**src/cps_rom_pkg.sv**
```systemverilog
// #########################################################################
// CPS ROM file layout definitions
// Loader address width, region codes and the sizes of the board
// configuration and Kabuki key areas at the end of the file
// #########################################################################

package cps_rom_pkg;

    // Byte address width of the loader
    localparam int ioctl_addr_w = 25;

    // Regions of the downloaded file, in file order
    typedef enum logic [2:0] {
        rgn_main = 3'd0,
        rgn_snd  = 3'd1,
        rgn_pcm  = 3'd2,
        rgn_gfx  = 3'd3,
        rgn_cfg  = 3'd4,
        rgn_key  = 3'd5,
        rgn_none = 3'd7
    } region_t;

    // Board configuration bytes, CPS-B layout
    localparam int cfg_bytes = 4;

    // QSound Kabuki decryption key bytes
    localparam int key_bytes = 8;

endpackage

```
**src/cps_sdram_pkg.sv**
```systemverilog
// #########################################################################
// CPS SDRAM programming definitions
// Word address width, bank codes and byte lane write masks seen by the
// SDRAM controller while the ROM file is being loaded
// #########################################################################

package cps_sdram_pkg;

    // 4M x 16 words per bank
    localparam int prog_addr_w = 22;

    // Bank assignment of the ROM contents
    typedef enum logic [1:0] {
        bank_ram  = 2'd0,
        bank_snd  = 2'd1,
        bank_gfx  = 2'd2,
        bank_main = 2'd3
    } bank_t;

    // A set mask bit leaves that lane untouched
    localparam logic [1:0] mask_lane_hi = 2'b01;
    localparam logic [1:0] mask_lane_lo = 2'b10;

endpackage
```
**src/cps_dwnld_ctrl.sv**
```systemverilog
// #########################################################################
// ROM download sequencer
// Turns loader strobes into held SDRAM programming writes or into
// configuration and key capture pulses, depending on the byte's region
// #########################################################################

`timescale 1ns/100ps

module cps_dwnld_ctrl
    import cps_rom_pkg::*;
(
    input  logic    clk,
    input  logic    rst_n,
    input  logic    downloading,
    input  logic    ioctl_wr,
    input  region_t region,
    input  logic    prog_rdy,
    output logic    load_prog,
    output logic    prog_we,
    output logic    cfg_we,
    output logic    kabuki_we,
    output logic    dwnld_busy
);

    localparam logic st_idle = 1'b0;
    localparam logic st_hold = 1'b1;

    logic state;
    logic byte_in;
    logic sdram_rgn;

    assign byte_in   = downloading & ioctl_wr;
    assign sdram_rgn = region inside {rgn_main, rgn_snd, rgn_pcm, rgn_gfx};

    // Packer samples the strobe cycle fields
    assign load_prog = byte_in & sdram_rgn & (state == st_idle);

    always_ff @(posedge clk or negedge rst_n) begin
        if (!rst_n) begin
            state <= st_idle;
        end else begin
            case (state)
                st_idle: if (load_prog) state <= st_hold;
                st_hold: if (prog_rdy) state <= st_idle;
                default: state <= st_idle;
            endcase
        end
    end

    // Capture pulses one cycle after the strobe
    always_ff @(posedge clk or negedge rst_n) begin
        if (!rst_n) begin
            cfg_we    <= 1'b0;
            kabuki_we <= 1'b0;
        end else begin
            cfg_we    <= byte_in & (region == rgn_cfg);
            kabuki_we <= byte_in & (region == rgn_key);
        end
    end

    assign prog_we    = (state == st_hold);
    assign dwnld_busy = downloading | prog_we;

    // Loader waits for the SDRAM before the next byte
    a_no_wr_in_hold: assert property (
        @(posedge clk) disable iff (!rst_n) (state == st_hold) |-> !ioctl_wr
    ) else $error("cps_dwnld_ctrl: ioctl_wr while a write is pending");

    // Controller only answers a pending write
    a_rdy_in_hold: assert property (
        @(posedge clk) disable iff (!rst_n) prog_rdy |-> (state == st_hold)
    ) else $error("cps_dwnld_ctrl: prog_rdy with no write pending");

endmodule

```
**src/cps_key_regs.sv**
```systemverilog
// #########################################################################
// Configuration and Kabuki key capture
// Stores the board configuration bytes and the QSound decryption key
// found at the end of the ROM file. Flags a key that is not all zero
// #########################################################################

`timescale 1ns/100ps

module cps_key_regs
    import cps_rom_pkg::*;
(
    input  logic                         clk,
    input  logic                         rst_n,
    input  logic                         cfg_we,
    input  logic                         kabuki_we,
    input  logic [$clog2(key_bytes)-1:0] key_index,
    input  logic [7:0]                   ioctl_data,
    output logic [cfg_bytes*8-1:0]       cfg_layout,
    output logic [key_bytes*8-1:0]       kabuki_key,
    output logic                         kabuki_en
);

    // Byte and index of the strobe cycle, used by the pulse one cycle later
    logic [7:0]                   data_q;
    logic [$clog2(key_bytes)-1:0] index_q;

    always_ff @(posedge clk) begin
        data_q  <= ioctl_data;
        index_q <= key_index;
    end

    always_ff @(posedge clk or negedge rst_n) begin
        if (!rst_n) begin
            cfg_layout <= '0;
            kabuki_key <= '0;
            kabuki_en  <= 1'b0;
        end else begin
            if (cfg_we) begin
                cfg_layout[index_q[$clog2(cfg_bytes)-1:0]*8 +: 8] <= data_q;
            end
            if (kabuki_we) begin
                kabuki_key[index_q*8 +: 8] <= data_q;
                // Games without encryption ship an all zero key
                if (data_q != 8'd0) begin
                    kabuki_en <= 1'b1;
                end
            end
        end
    end

    // Regions are exclusive in the sequencer
    a_one_capture: assert property (
        @(posedge clk) disable iff (!rst_n) !(cfg_we && kabuki_we)
    ) else $error("cps_key_regs: cfg_we and kabuki_we together");

endmodule

```
**src/cps_prog_packer.sv**
```systemverilog
// #########################################################################
// SDRAM programming word packer
// Registers address, duplicated data byte, lane mask and bank of one
// download byte, held steady while the write waits for the controller
// #########################################################################

`timescale 1ns/100ps

module cps_prog_packer
    import cps_sdram_pkg::*;
(
    input  logic                   clk,
    input  logic                   rst_n,
    input  logic                   load_prog,
    input  logic [prog_addr_w-1:0] word_offset,
    input  logic                   byte_odd,
    input  bank_t                  bank,
    input  logic [7:0]             ioctl_data,
    output logic [prog_addr_w-1:0] prog_addr,
    output logic [15:0]            prog_data,
    output logic [1:0]             prog_mask,
    output bank_t                  prog_ba
);

    always_ff @(posedge clk or negedge rst_n) begin
        if (!rst_n) begin
            prog_addr <= '0;
            prog_data <= '0;
            // Nothing written until the first byte
            prog_mask <= 2'b11;
            prog_ba   <= bank_ram;
        end else if (load_prog) begin
            prog_addr <= word_offset;
            // Same byte on both lanes, mask picks the one written
            prog_data <= {ioctl_data, ioctl_data};
            // Even bytes land in the upper lane
            prog_mask <= byte_odd ? mask_lane_lo : mask_lane_hi;
            prog_ba   <= bank;
        end
    end

endmodule

```
**src/cps_rom_load.sv**
```systemverilog
// #########################################################################
// CPS ROM download path
// Decodes the loader byte stream into SDRAM programming writes and
// captures the configuration and Kabuki key bytes
// #########################################################################

`timescale 1ns/100ps

module cps_rom_load
    import cps_rom_pkg::*, cps_sdram_pkg::*;
#(
    parameter logic [ioctl_addr_w-1:0] SND_START  = 25'h042_0000,
    parameter logic [ioctl_addr_w-1:0] PCM_START  = 25'h044_0000,
    parameter logic [ioctl_addr_w-1:0] GFX_START  = 25'h084_0000,
    parameter logic [ioctl_addr_w-1:0] CFG_START  = 25'h104_0000,
    parameter logic [ioctl_addr_w-1:0] KEY_START  = 25'h104_0004,
    parameter logic [ioctl_addr_w-1:0] ROM_END    = 25'h104_000C,
    parameter logic [prog_addr_w-1:0]  PCM_OFFSET = 22'h01_0000
) (
    input  logic                    clk,
    input  logic                    rst_n,
    input  logic                    downloading,
    output logic                    dwnld_busy,
    // Loader byte stream
    input  logic [ioctl_addr_w-1:0] ioctl_addr,
    input  logic [7:0]              ioctl_data,
    input  logic                    ioctl_wr,
    // SDRAM programming
    output logic [prog_addr_w-1:0]  prog_addr,
    output logic [15:0]             prog_data,
    output logic [1:0]              prog_mask,
    output bank_t                   prog_ba,
    output logic                    prog_we,
    input  logic                    prog_rdy,
    // Board configuration and QSound key
    output logic                    cfg_we,
    output logic                    kabuki_we,
    output logic [cfg_bytes*8-1:0]  cfg_layout,
    output logic [key_bytes*8-1:0]  kabuki_key,
    output logic                    kabuki_en
);

    region_t                      region;
    bank_t                        bank;
    logic [prog_addr_w-1:0]       word_offset;
    logic                         byte_odd;
    logic [$clog2(key_bytes)-1:0] key_index;
    logic                         load_prog;

    cps_rom_region #(
        .SND_START  ( SND_START  ),
        .PCM_START  ( PCM_START  ),
        .GFX_START  ( GFX_START  ),
        .CFG_START  ( CFG_START  ),
        .KEY_START  ( KEY_START  ),
        .ROM_END    ( ROM_END    ),
        .PCM_OFFSET ( PCM_OFFSET )
    ) u_region (
        .ioctl_addr  ( ioctl_addr  ),
        .region      ( region      ),
        .bank        ( bank        ),
        .word_offset ( word_offset ),
        .byte_odd    ( byte_odd    ),
        .key_index   ( key_index   )
    );

    cps_dwnld_ctrl u_ctrl (
        .clk         ( clk         ),
        .rst_n       ( rst_n       ),
        .downloading ( downloading ),
        .ioctl_wr    ( ioctl_wr    ),
        .region      ( region      ),
        .prog_rdy    ( prog_rdy    ),
        .load_prog   ( load_prog   ),
        .prog_we     ( prog_we     ),
        .cfg_we      ( cfg_we      ),
        .kabuki_we   ( kabuki_we   ),
        .dwnld_busy  ( dwnld_busy  )
    );

    cps_prog_packer u_packer (
        .clk         ( clk         ),
        .rst_n       ( rst_n       ),
        .load_prog   ( load_prog   ),
        .word_offset ( word_offset ),
        .byte_odd    ( byte_odd    ),
        .bank        ( bank        ),
        .ioctl_data  ( ioctl_data  ),
        .prog_addr   ( prog_addr   ),
        .prog_data   ( prog_data   ),
        .prog_mask   ( prog_mask   ),
        .prog_ba     ( prog_ba     )
    );

    cps_key_regs u_keys (
        .clk         ( clk         ),
        .rst_n       ( rst_n       ),
        .cfg_we      ( cfg_we      ),
        .kabuki_we   ( kabuki_we   ),
        .key_index   ( key_index   ),
        .ioctl_data  ( ioctl_data  ),
        .cfg_layout  ( cfg_layout  ),
        .kabuki_key  ( kabuki_key  ),
        .kabuki_en   ( kabuki_en   )
    );

endmodule

```
**src/cps_rom_region.sv**
```systemverilog
// #########################################################################
// ROM region decoder
// Maps a loader byte address to its region, SDRAM bank and word offset.
// Also gives the byte index inside the configuration and key areas
// #########################################################################

`timescale 1ns/100ps

module cps_rom_region
    import cps_rom_pkg::*, cps_sdram_pkg::*;
#(
    parameter logic [ioctl_addr_w-1:0] SND_START  = 25'h042_0000,
    parameter logic [ioctl_addr_w-1:0] PCM_START  = 25'h044_0000,
    parameter logic [ioctl_addr_w-1:0] GFX_START  = 25'h084_0000,
    parameter logic [ioctl_addr_w-1:0] CFG_START  = 25'h104_0000,
    parameter logic [ioctl_addr_w-1:0] KEY_START  = 25'h104_0004,
    parameter logic [ioctl_addr_w-1:0] ROM_END    = 25'h104_000C,
    parameter logic [prog_addr_w-1:0]  PCM_OFFSET = 22'h01_0000
) (
    input  logic [ioctl_addr_w-1:0]      ioctl_addr,
    output region_t                      region,
    output bank_t                        bank,
    output logic [prog_addr_w-1:0]       word_offset,
    output logic                         byte_odd,
    output logic [$clog2(key_bytes)-1:0] key_index
);

    logic [ioctl_addr_w-1:0] rgn_base;
    logic [ioctl_addr_w-1:0] offset;
    logic [prog_addr_w-1:0]  pcm_add;

    // Main code starts at byte 0
    always_comb begin
        region   = rgn_none;
        rgn_base = '0;
        if (ioctl_addr < SND_START) begin
            region = rgn_main;
        end else if (ioctl_addr < PCM_START) begin
            region   = rgn_snd;
            rgn_base = SND_START;
        end else if (ioctl_addr < GFX_START) begin
            region   = rgn_pcm;
            rgn_base = PCM_START;
        end else if (ioctl_addr < CFG_START) begin
            region   = rgn_gfx;
            rgn_base = GFX_START;
        end else if (ioctl_addr < KEY_START) begin
            region   = rgn_cfg;
            rgn_base = CFG_START;
        end else if (ioctl_addr < ROM_END) begin
            region   = rgn_key;
            rgn_base = KEY_START;
        end
    end

    assign offset = ioctl_addr - rgn_base;

    always_comb begin
        case (region)
            rgn_main:         bank = bank_main;
            rgn_snd, rgn_pcm: bank = bank_snd;
            rgn_gfx:          bank = bank_gfx;
            default:          bank = bank_ram;
        endcase
    end

    // PCM samples follow the sound code inside bank 1
    assign pcm_add     = (region == rgn_pcm) ? PCM_OFFSET : '0;
    assign word_offset = offset[prog_addr_w:1] + pcm_add;
    assign byte_odd    = ioctl_addr[0];

    assign key_index = (region == rgn_cfg || region == rgn_key) ?
                       offset[$clog2(key_bytes)-1:0] : '0;

    // Layout sanity, checked once at start of simulation
    initial begin
        assert (SND_START < PCM_START && PCM_START < GFX_START &&
                GFX_START < CFG_START && CFG_START < KEY_START &&
                KEY_START < ROM_END)
            else $error("cps_rom_region: region starts not ascending");
        assert (KEY_START - CFG_START == cfg_bytes && ROM_END - KEY_START == key_bytes)
            else $error("cps_rom_region: cfg or key area size mismatch");
    end

endmodule

```
**config.mk**
```make
export PLATFORM = sky130hd
export DESIGN_NAME = cps_rom_load
export DESIGN_NICKNAME = d
export VERILOG_FILES = /design/src/cps_rom_pkg.sv /design/src/cps_sdram_pkg.sv /design/src/cps_dwnld_ctrl.sv /design/src/cps_key_regs.sv /design/src/cps_prog_packer.sv /design/src/cps_rom_load.sv /design/src/cps_rom_region.sv
export SDC_FILE = /design/constraint.sdc
export NUM_CORES = 1
export LEC_CHECK = 0
export BUFFER_PORTS_ARGS = -buffer_cell sky130_fd_sc_hd__buf_2
export CELL_PAD_IN_SITES_DETAIL_PLACEMENT = 2
export CELL_PAD_IN_SITES_GLOBAL_PLACEMENT = 2
export CORE_MARGIN = 8
export CORE_UTILIZATION = 35
export DETAILED_ROUTE_END_ITERATION = 6
export PLACE_DENSITY_LB_ADDON = 0.1
export SLEW_MARGIN = 10
export SYNTH_ARGS = -nofsm -noshare
export SYNTH_HDL_FRONTEND = slang
export SYNTH_SLANG_ARGS = --single-unit
```
**constraint.sdc**
```tcl
create_clock -name clk -period 7.44 [get_ports clk]
set_input_delay 1.488 -clock clk [delete_from_list [all_inputs] [get_ports clk]]
set_output_delay 1.488 -clock clk [all_outputs]
set_load 0.01 [all_outputs]
```
==> results of run 1 <==
[per-stage QoR]
| stage | instance area (µm²) | instances | worst slack (ns) | util |
|---|---|---|---|---|
| 6_report | 8040 | 993 | 2.22 | 0.446 |
| 5_1_grt | 8040 | 993 | 1.90 | 0.446 |
| 4_1_cts | 8040 | 993 | 2.18 | 0.446 |
| 3_5_place_dp | 7440 | 961 | 1.74 | 0.413 |
| 3_3_place_gp | 7440 | 961 | 1.94 | 0.413 |
| 2_1_floorplan | 6440 | 592 | 2.24 | - |
[worst max-delay path, cell delays in order]
cell	delay [ns]
sky130_fd_sc_hd__buf_2	0.15
sky130_fd_sc_hd__or3_1	0.41
sky130_fd_sc_hd__nor3_1	0.27
sky130_fd_sc_hd__and4_1	0.29
sky130_fd_sc_hd__nand3_1	0.12
sky130_fd_sc_hd__nor2_1	0.20
sky130_fd_sc_hd__ha_1	0.18
sky130_fd_sc_hd__ha_1	0.21
sky130_fd_sc_hd__or4b_4	0.53
sky130_fd_sc_hd__nor4_4	0.25
sky130_fd_sc_hd__nor3_1	0.10
sky130_fd_sc_hd__or2_2	0.31
sky130_fd_sc_hd__ha_1	0.25
sky130_fd_sc_hd__a2111oi_2	0.38
sky130_fd_sc_hd__nor3_1	0.09
sky130_fd_sc_hd__o31a_1	0.28
[kinds of logic (layout without fill, tap and decap cells)]
family	Yosys count	count (layout)	share of synthesized area
AND/OR/NAND/NOR	199	199	0.156
flip-flops	145	145	0.555
AO/OA/AOI/OAI	125	125	0.135
buffers and inverters	56	228	0.0414
multiplexers	36	36	0.0629
XOR/XNOR	18	18	0.0245
adder cells (fa/ha/maj)	13	13	0.0252
[routing by layer]
layer  up-vias  wire length (µm)  GRT usage
li1       2384                 -          -
met1      2706              8760      0.227
met2       143             11600      0.349
met3        33              1310     0.0508
met4         0               459     0.0725
met5         -                 0          0
[cells in the mapped netlist (3+ instances only)]
master / instances
sky130_fd_sc_hd__nand4_1: 3
sky130_fd_sc_hd__xor2_1: 5
sky130_fd_sc_hd__o31ai_1: 9
sky130_fd_sc_hd__nand3b_1: 3
sky130_fd_sc_hd__inv_1: 14
sky130_fd_sc_hd__o21ai_0: 51
sky130_fd_sc_hd__dfrtp_1: 132
sky130_fd_sc_hd__o21bai_1: 3
sky130_fd_sc_hd__or2_2: 4
sky130_fd_sc_hd__a21oi_1: 6
sky130_fd_sc_hd__buf_4: 10
sky130_fd_sc_hd__ha_1: 13
sky130_fd_sc_hd__clkbuf_1: 29
sky130_fd_sc_hd__nand3_1: 6
sky130_fd_sc_hd__dfxtp_1: 11
sky130_fd_sc_hd__nor2_1: 20
sky130_fd_sc_hd__nor3_1: 11
sky130_fd_sc_hd__xnor2_1: 13
sky130_fd_sc_hd__nor3b_1: 4
sky130_fd_sc_hd__nor4_1: 7
sky130_fd_sc_hd__nand2b_1: 10
sky130_fd_sc_hd__mux2_2: 36
sky130_fd_sc_hd__a22oi_1: 4
sky130_fd_sc_hd__o41ai_1: 3
sky130_fd_sc_hd__nand2_1: 107
sky130_fd_sc_hd__a22o_1: 33
[registers in the layout (all words and copies together) (netlist names)]
| name | count |
|---|---|
| u_keys.index_q | 3 |
| u_packer.prog_addr | 22 |
| u_packer.prog_data | 8 |
| u_packer.prog_mask | 2 |
| u_ctrl.cfg_we | 1 |
| u_packer.prog_ba | 2 |
| u_keys.kabuki_en | 1 |
| u_keys.data_q | 8 |
| u_ctrl.kabuki_we | 1 |
| u_keys.cfg_layout | 32 |
| u_keys.kabuki_key | 64 |
| u_ctrl.prog_we | 1 |
[power breakdown]
part           switching (µW)  internal (µW)
combinational             124           74.1
sequential               37.4            831
clock                     362            518
[final timing paths]
check,slack (ns),endpoint,start
worst max-delay path,2.22,u_packer.prog_addr[20]$_DFFE_PN0P_,ioctl_addr[20]
worst min-delay path,0.47,u_packer.prog_addr[10]$_DFFE_PN0P_,u_packer.prog_addr[10]$_DFFE_PN0P_
worst max register to register,4.04,u_keys.kabuki_key[49]$_DFFE_PN0P_,u_keys.index_q[0]$_SDFF_PN0_
worst min register to register,0.47,u_packer.prog_addr[10]$_DFFE_PN0P_,u_packer.prog_addr[10]$_DFFE_PN0P_
max in group asynchronous,4.93,u_packer.prog_addr[3]$_DFFE_PN0P_,rst_n
min in group asynchronous,1.00,u_keys.kabuki_key[14]$_DFFE_PN0P_,rst_n
[cell type report]
type	count	area, µm²
Fill cell	1959	9980
Inverter	14	52.6
Tap cell	229	287
Sequential cell	145	3580
Clock inverter	13	150
Clock buffer	19	453
Multi-Input combinational cell	391	2600
Timing Repair Buffer	182	922
==> results.md, run 1 <==
- The run finished with clean final reports.
- Adding up every negative setup slack in the final design gives 0 ns.
- The mean area per synthesized cell is between 10 and 15 µm².
- The smallest clock period supported by the final layout is computed as approximately 5.2 ns.
- In the finished design, the share of the clock period the worst path needs comes to 0.701.
- The tool flagged a number of max-cap violations equal to 0.
- The synthesized netlist contains 62 unique library cells.
- From synthesis to final layout, the design area changed by 24.8%.
- When the netlist entered floorplanning its net count stood at 643.
- The number of antenna violations at the first check in global routing is 0.
- The routability congestion estimate from global placement is 0.814.
- The critical path in this run is classified as in2reg.
- The area fraction of the dominant cell type after synthesis is 0.513.
- The chip width is 152 µm.
- The actual slew at the worst max-slew pin is ~1.1 ns.
- The total DRC errors in the routed layout is 0.
- The die covers 23000 µm².
- Across the routed clock network, the largest skew measured is 0.00723 ns.
- The final layout contains routed wiring with a total length of 22200 µm.
- The area of the core is between 15000 and 20000 µm².
- The upper clock frequency limit is 0.192 GHz.
- The most common flop cell mapped by yosys is sky130_fd_sc_hd__dfrtp_1.
- In this run, post-CTS hold repair placed 0 buffers.
- Clock tree synthesis found a total of 145 sinks.
- In this run the vertical extent of the chip is 152 µm.
- The share of post-route cells with drive strength above 1 is 0.359.
- The number of gates resized after cts is 0.
- The starting density of the core is 0.357.
- The post-synthesis cell area is ~6400 µm².
- Summing internal, switching and leakage power gives 1950 µW.
- Counting cells, the worst reg-to-reg path comes to 6.
- Sorting the synthesized cells by area gives the leading types as sky130_fd_sc_hd__dfrtp_1 (51%), sky130_fd_sc_hd__mux2_2 (6.3%), sky130_fd_sc_hd__nand2_1 (6.2%).
- In this run the tool buffered the top-level ports with 180 buffer cells.
- The share of the Yosys chip area taken by registers is 0.555.
- Counting instances, the worst hold path has a depth of 2.
- The total global routing track utilization is 0.198.
- In the layout the commonest cells are sky130_fd_sc_hd__buf_2 (179), sky130_fd_sc_hd__dfrtp_1 (132), sky130_fd_sc_hd__nand2_1 (107).
- The maximum buffer depth of the clock tree is 2.
- STA puts the critical path data required time at 7.74 ns.
- The worst setup path is captured at a flop.
- The via count of the first global-routing pass is around 5.9k.
- The CTS root buffer is sky130_fd_sc_hd__clkbuf_16.
- Synthesis produced a netlist whose cell count is 592.
- TritonCTS created 17 clock buffers.
- The floorplan has 49 rows.
- The hold violation total from the final report came to 0.
- Yosys mapped a number of flops with a built-in enable equal to 0.
- The pin count of the biggest net entering global routing is 88.
- The final max-slew violation count is 0.
- Setup repair after global routing left no endpoint under its margin.
- STA classifies the critical path startpoint as an input pin.
- The H-tree was split into 4 levels.
- Data arrives at the worst endpoint at 5.52 ns.
- The overflow left after global routing is 0.
- The sum of net half-perimeters after detailed placement is 16000 µm.
- The pre-antenna-repair detailed-routing pass consisted of 6 iterations.
- The worst-skew pair later-pin latency is between 0.4 and 0.5 ns.
- The top-level port count is 181.
- The repair_antennas step left the layout with diodes totalling 0.
- The relative max-transition margin is 0.263.
- The overall via count from detail_route is 5266.
- Once detail routing completed, the nets flagged for antenna violations numbered 0.
- In this run the post-CTS setup repair buffer count came out at 0.
- The first global-routing pass estimated approximately 35000 µm of wire.
- TritonCTS built the clock tree.
- The cell taking the most area after synthesis is sky130_fd_sc_hd__dfrtp_1.
- The most common cell after layout, fill and taps aside is sky130_fd_sc_hd__buf_2.
- The total setup violations reported at the end of the flow is 0.
- Synthesis inferred 145 register bits.
- The maximum fanout encountered on the critical timing path is 8.
- Dividing the detail-routed wire length by the instance count gives 22.3 µm.
- For this block, the initial DRC count from the detailed router was 187.
- Across all hold checks on the routed design, the worst slack comes to about 0.47 ns.
- Yosys printed 0 warnings.
- The clock input transition at the sequential cells of the worst setup and hold paths is 0.07 ns.
- The static leakage is 0.00416 µW.
- The power density over the cells is 242 nW/µm².
- After the last flow step, the layout net total stands at 802.
- The worst supply voltage drop on vdd is approximately 0.00016 V.
- The worst hold-check path type is reg2reg.
- In the routed layout, each cell is associated on average with a via count of 5.30.
- The async set-or-reset flop fraction in the synthesized netlist is 0.924.
No activity file was read; power rests on OpenSTA's default activity.
==> run 2, diff against run 1 <==
--- a/config.mk
+++ b/config.mk
@@ -9,7 +9,7 @@
 export CELL_PAD_IN_SITES_DETAIL_PLACEMENT = 2
 export CELL_PAD_IN_SITES_GLOBAL_PLACEMENT = 2
 export CORE_MARGIN = 8
-export CORE_UTILIZATION = 35
+export CORE_UTILIZATION = 32
 export DETAILED_ROUTE_END_ITERATION = 6
 export PLACE_DENSITY_LB_ADDON = 0.1
 export SLEW_MARGIN = 10
==> constraint.sdc (replaced) <==
create_clock -name clk -period 5.15 [get_ports clk]
set_input_delay 1.03 -clock clk [delete_from_list [all_inputs] [get_ports clk]]
set_output_delay 1.03 -clock clk [all_outputs]
set_load 0.01 [all_outputs]
==> run 2 against run 1 <==
Compared with the run above: sequential cell count unchanged; clock-buffer cell count increased by 2; cell count increased by 4.8%; setup slack got worse by 1.7 ns; first-iteration DRC count increased by 1.1%; total power increased by 43%; utilization decreased by 3.9 points; hold slack got worse by 0.011 ns; register-to-register slack got worse by 2.3 ns; combinational power increased by 45%; wire length decreased by 1.0%; global-route usage decreased by 1.8 points; critical path type unchanged; largest cell class unchanged.
==> results.md, run 2 (synthesis gave the netlist of run 1 again) <==
- The flow ran to the end, and the final reports show no timing, DRC or antenna violations.
- The first global-routing pass estimated 34500 µm of wire.
- The initial utilization of the core area, before any placement, comes to 0.323.
- The worst hold-check path type is reg2reg.
- The share of post-route cells with drive strength above 1 is 0.362.
- The overflow left after global routing is 0.
- The number of flip-flops in the largest register is 64.
- In this run the post-CTS setup repair buffer count came out at 0.
- The top-level port count is 181.
- For the pin with the worst max-slew slack, the measured transition is 1.01 ns.
- The largest registers in the layout are u_keys.kabuki_key: 64 flops, u_keys.cfg_layout: 32 flops, u_packer.prog_addr: 22 flops.
- The top cell types in the final layout, fill and taps aside, are sky130_fd_sc_hd__buf_2 (179), sky130_fd_sc_hd__dfrtp_1 (132), sky130_fd_sc_hd__nand2_1 (107).
- The height of the die is 158 µm.
- Once detailed placement completed, the half-perimeter wirelength came to 16400 µm.
- The cell sitting at the root of the clock tree is a sky130_fd_sc_hd__clkbuf_16.
- The tool flagged a number of max-cap violations equal to 0.
- The detailed router's first-iteration violation count is 189.
- The number of search-and-repair iterations in the first detailed-routing pass is 4.
- The number of buffers created by CTS is 17.
- Relative to the synthesized area, the layout overhead comes to 26.2%.
- The total setup violations reported at the end of the flow is 0.
- The final sum of negative setup slack is 0 ns.
- Across every metal layer, demand over resource in global routing totals 0.180.
- The routability congestion estimate from global placement is approximately 0.82.
- STA classifies the critical path endpoint as a flop.
- The post-route fraction of the period consumed by the critical path is 0.902.
- In this run the critical register-to-register path is launched from u_keys.index_q[0]$_SDFF_PN0_.
- The signal on the critical path passes through buf_2 -> or3_1 -> nor3_1 -> and4_1 -> nand3_1 -> nor2_1 -> ha_1 -> ha_1 -> or4b_4 -> nor4_4 -> nor3_1 -> or2_2 -> ha_1 -> a2111oi_2 -> nor3_1 -> o31a_1.
- The hold violation total from the final report is 0.
- The worst-path cell with the longest stage delay is sky130_fd_sc_hd__or4b_4.
- Dividing the detail-routed wire length by the instance count gives 21.1 µm.
- In the routed layout, each cell is associated on average with a via count of 4.99.
- The final hold slack is roughly 0.46 ns.
- For this run, design rule violations remaining after detail routing come to 0.
- The data arrival at the endpoint of the critical path is around 4.9 ns.
- For the worst flop-to-flop path, the logic depth is 6.
- Counting I/O delays and the setup requirement, the final critical path takes approximately 4.6 ns.
- For this run, the top clock speed supported by timing is roughly 0.22 GHz.
- Measured against its own limit, the worst slew margin works out to 0.324.
- The register name with the most flops is u_keys.kabuki_key.
- Post-CTS repair changed the size of 0 cells.
- In this design, the stage delay of the slowest critical-path cell is between 0.5 and 0.6 ns.
- The data required time of the critical path is roughly 5.4 ns.
- The worst-skew pair later-pin latency is 0.41 ns.
- The CTS tree is yes.
- Of all nets on the critical path, the largest fanout is 8.
- The end of the worst register-to-register path is u_keys.kabuki_key[51]$_DFFE_PN0P_.
- The number of antenna violations at the first check in global routing is 2.
- The worst hold path was traced through 2 stages.
- The area of the core is between 15000 and 20000 µm².
- The routed wire length is 21900 µm.
- In this run, post-CTS hold repair placed 0 buffers.
- The H-tree generated during clock tree synthesis spans 4 levels.
- The via count of the first global-routing pass is 5970.
- Leaving out fill and tap cells, the most frequent cell in the layout is sky130_fd_sc_hd__buf_2.
- The worst-case IR drop observed on VDD is roughly 0.00019 V.
- The design draws 2780 µW.
- For flop-to-flop paths, the worst setup slack is 1.76 ns.
- The static leakage is 0.00420 µW.
- The path with the worst hold slack has its endpoint at u_packer.prog_mask[1]$_DFFE_PN1P_.
- The clock passes through at most 2 buffers.
- The clock input transition at the sequential cells of the worst setup and hold paths is approximately 0.060 ns.
- The overall via count from detail_route is 5193.
- The net total in the final layout is 809.
- The worst hold path begins at u_packer.prog_mask[1]$_DFFE_PN1P_.
- The worst-case clock skew is 0.00851 ns.
- Setup repair after global routing left no endpoint under its margin.
- The worst setup path is of the in2reg kind.
- The final max-slew violation count was 0.
- The repair_antennas step left the layout with diodes totalling 0.
- The area of the die is around 25000 µm².
- Once detail routing completed, the nets flagged for antenna violations numbered 0.
- The pin count of the biggest net entering global routing is 106.
- The number of rows created at floorplan is 52.
- The startpoint type of the worst setup path is an input pin.
- The power density over the cells is 342 nW/µm².
- Measured along the x axis, the die boundary spans ~160 µm.
- The number of clock sinks is 145.
- During placement, the flow inserted port buffers numbering 180.
-- run 2: changes by cell type in the layout (fill, tap and decap cells not counted) --
| cell | before | now |
|---|---|---|
| sky130_fd_sc_hd__buf_4 | 2 | 9 |
| sky130_fd_sc_hd__clkinvlp_4 | 4 | 3 |
| sky130_fd_sc_hd__clkbuf_1 | 0 | 2 |
| sky130_fd_sc_hd__inv_8 | 1 | 0 |
| sky130_fd_sc_hd__clkinv_4 | 2 | 4 |
| sky130_fd_sc_hd__inv_6 | 3 | 1 |
-- run 2: report_power, final --
part | internal (µW) | leakage [µW] | switching, µW | total (µW)
sequential | 1200 | 0.00191 | 51.6 | 1250
combinational | 108 | 0.00201 | 181 | 289
clock | 743 | 0.000280 | 495 | 1240
-- run 2: final cells by class --
class                   count  area, µm²
multi-input cells         391       2600
fillers                  2151      11800
flip-flops and latches    145       3580
clock buffers              21        460
well taps                 270        338
inverters                  14       52.6
repair buffers            189        975
clock inverters            11        131
-- run 2: stage by stage --
stage,setup slack [ns],utilization,std cells,instance area [µm²]
floorplan,0.406,-,592,6440
global placement,0.217,0.378,1009,7540
detailed placement,0.0624,0.378,1009,7540
CTS,0.478,0.407,1041,8130
global route,0.168,0.407,1041,8130
finish,0.505,0.407,1041,8130
-- run 2: routing by layer --
metal | vias to the layer above | GRT usage | share of wire
met2 | 109 | 0.328 | 0.53
met5 | - | 0 | 0.0010
met1 | 2657 | 0.205 | 0.40
li1 | 2400 | - | -
met3 | 23 | 0.0494 | 0.055
met4 | 4 | 0.0453 | 0.013
-- run 2: how the worst max path moves through the flow --
stage | startpoint | depth (start not counted) | end | slack, ns
6_report | ioctl_addr[20] | 16 | u_packer.prog_addr[20]$_DFFE_PN0P_ | 0.51
5_1_grt | ioctl_addr[20] | 16 | u_packer.prog_addr[20]$_DFFE_PN0P_ | 0.17
4_1_cts | ioctl_addr[20] | 16 | u_packer.prog_addr[20]$_DFFE_PN0P_ | 0.48
3_5_place_dp | ioctl_addr[20] | 16 | u_packer.prog_addr[20]$_DFFE_PN0P_ | 0.06
3_3_place_gp | ioctl_addr[20] | 16 | u_packer.prog_addr[20]$_DFFE_PN0P_ | 0.22
2_1_floorplan | ioctl_addr[19] | 16 | u_packer.prog_addr[20]$_DFFE_PN0P_ | 0.41
-- run 2: worst max-delay path: cells and delay by family --
family / cells / cell delay (ns)
and+or+nand+nor: 10 / 2.47
AOI/OAI and AO/OA: 2 / 0.66
adders and majority gates: 3 / 0.62
buffers and inverters: 1 / 0.15
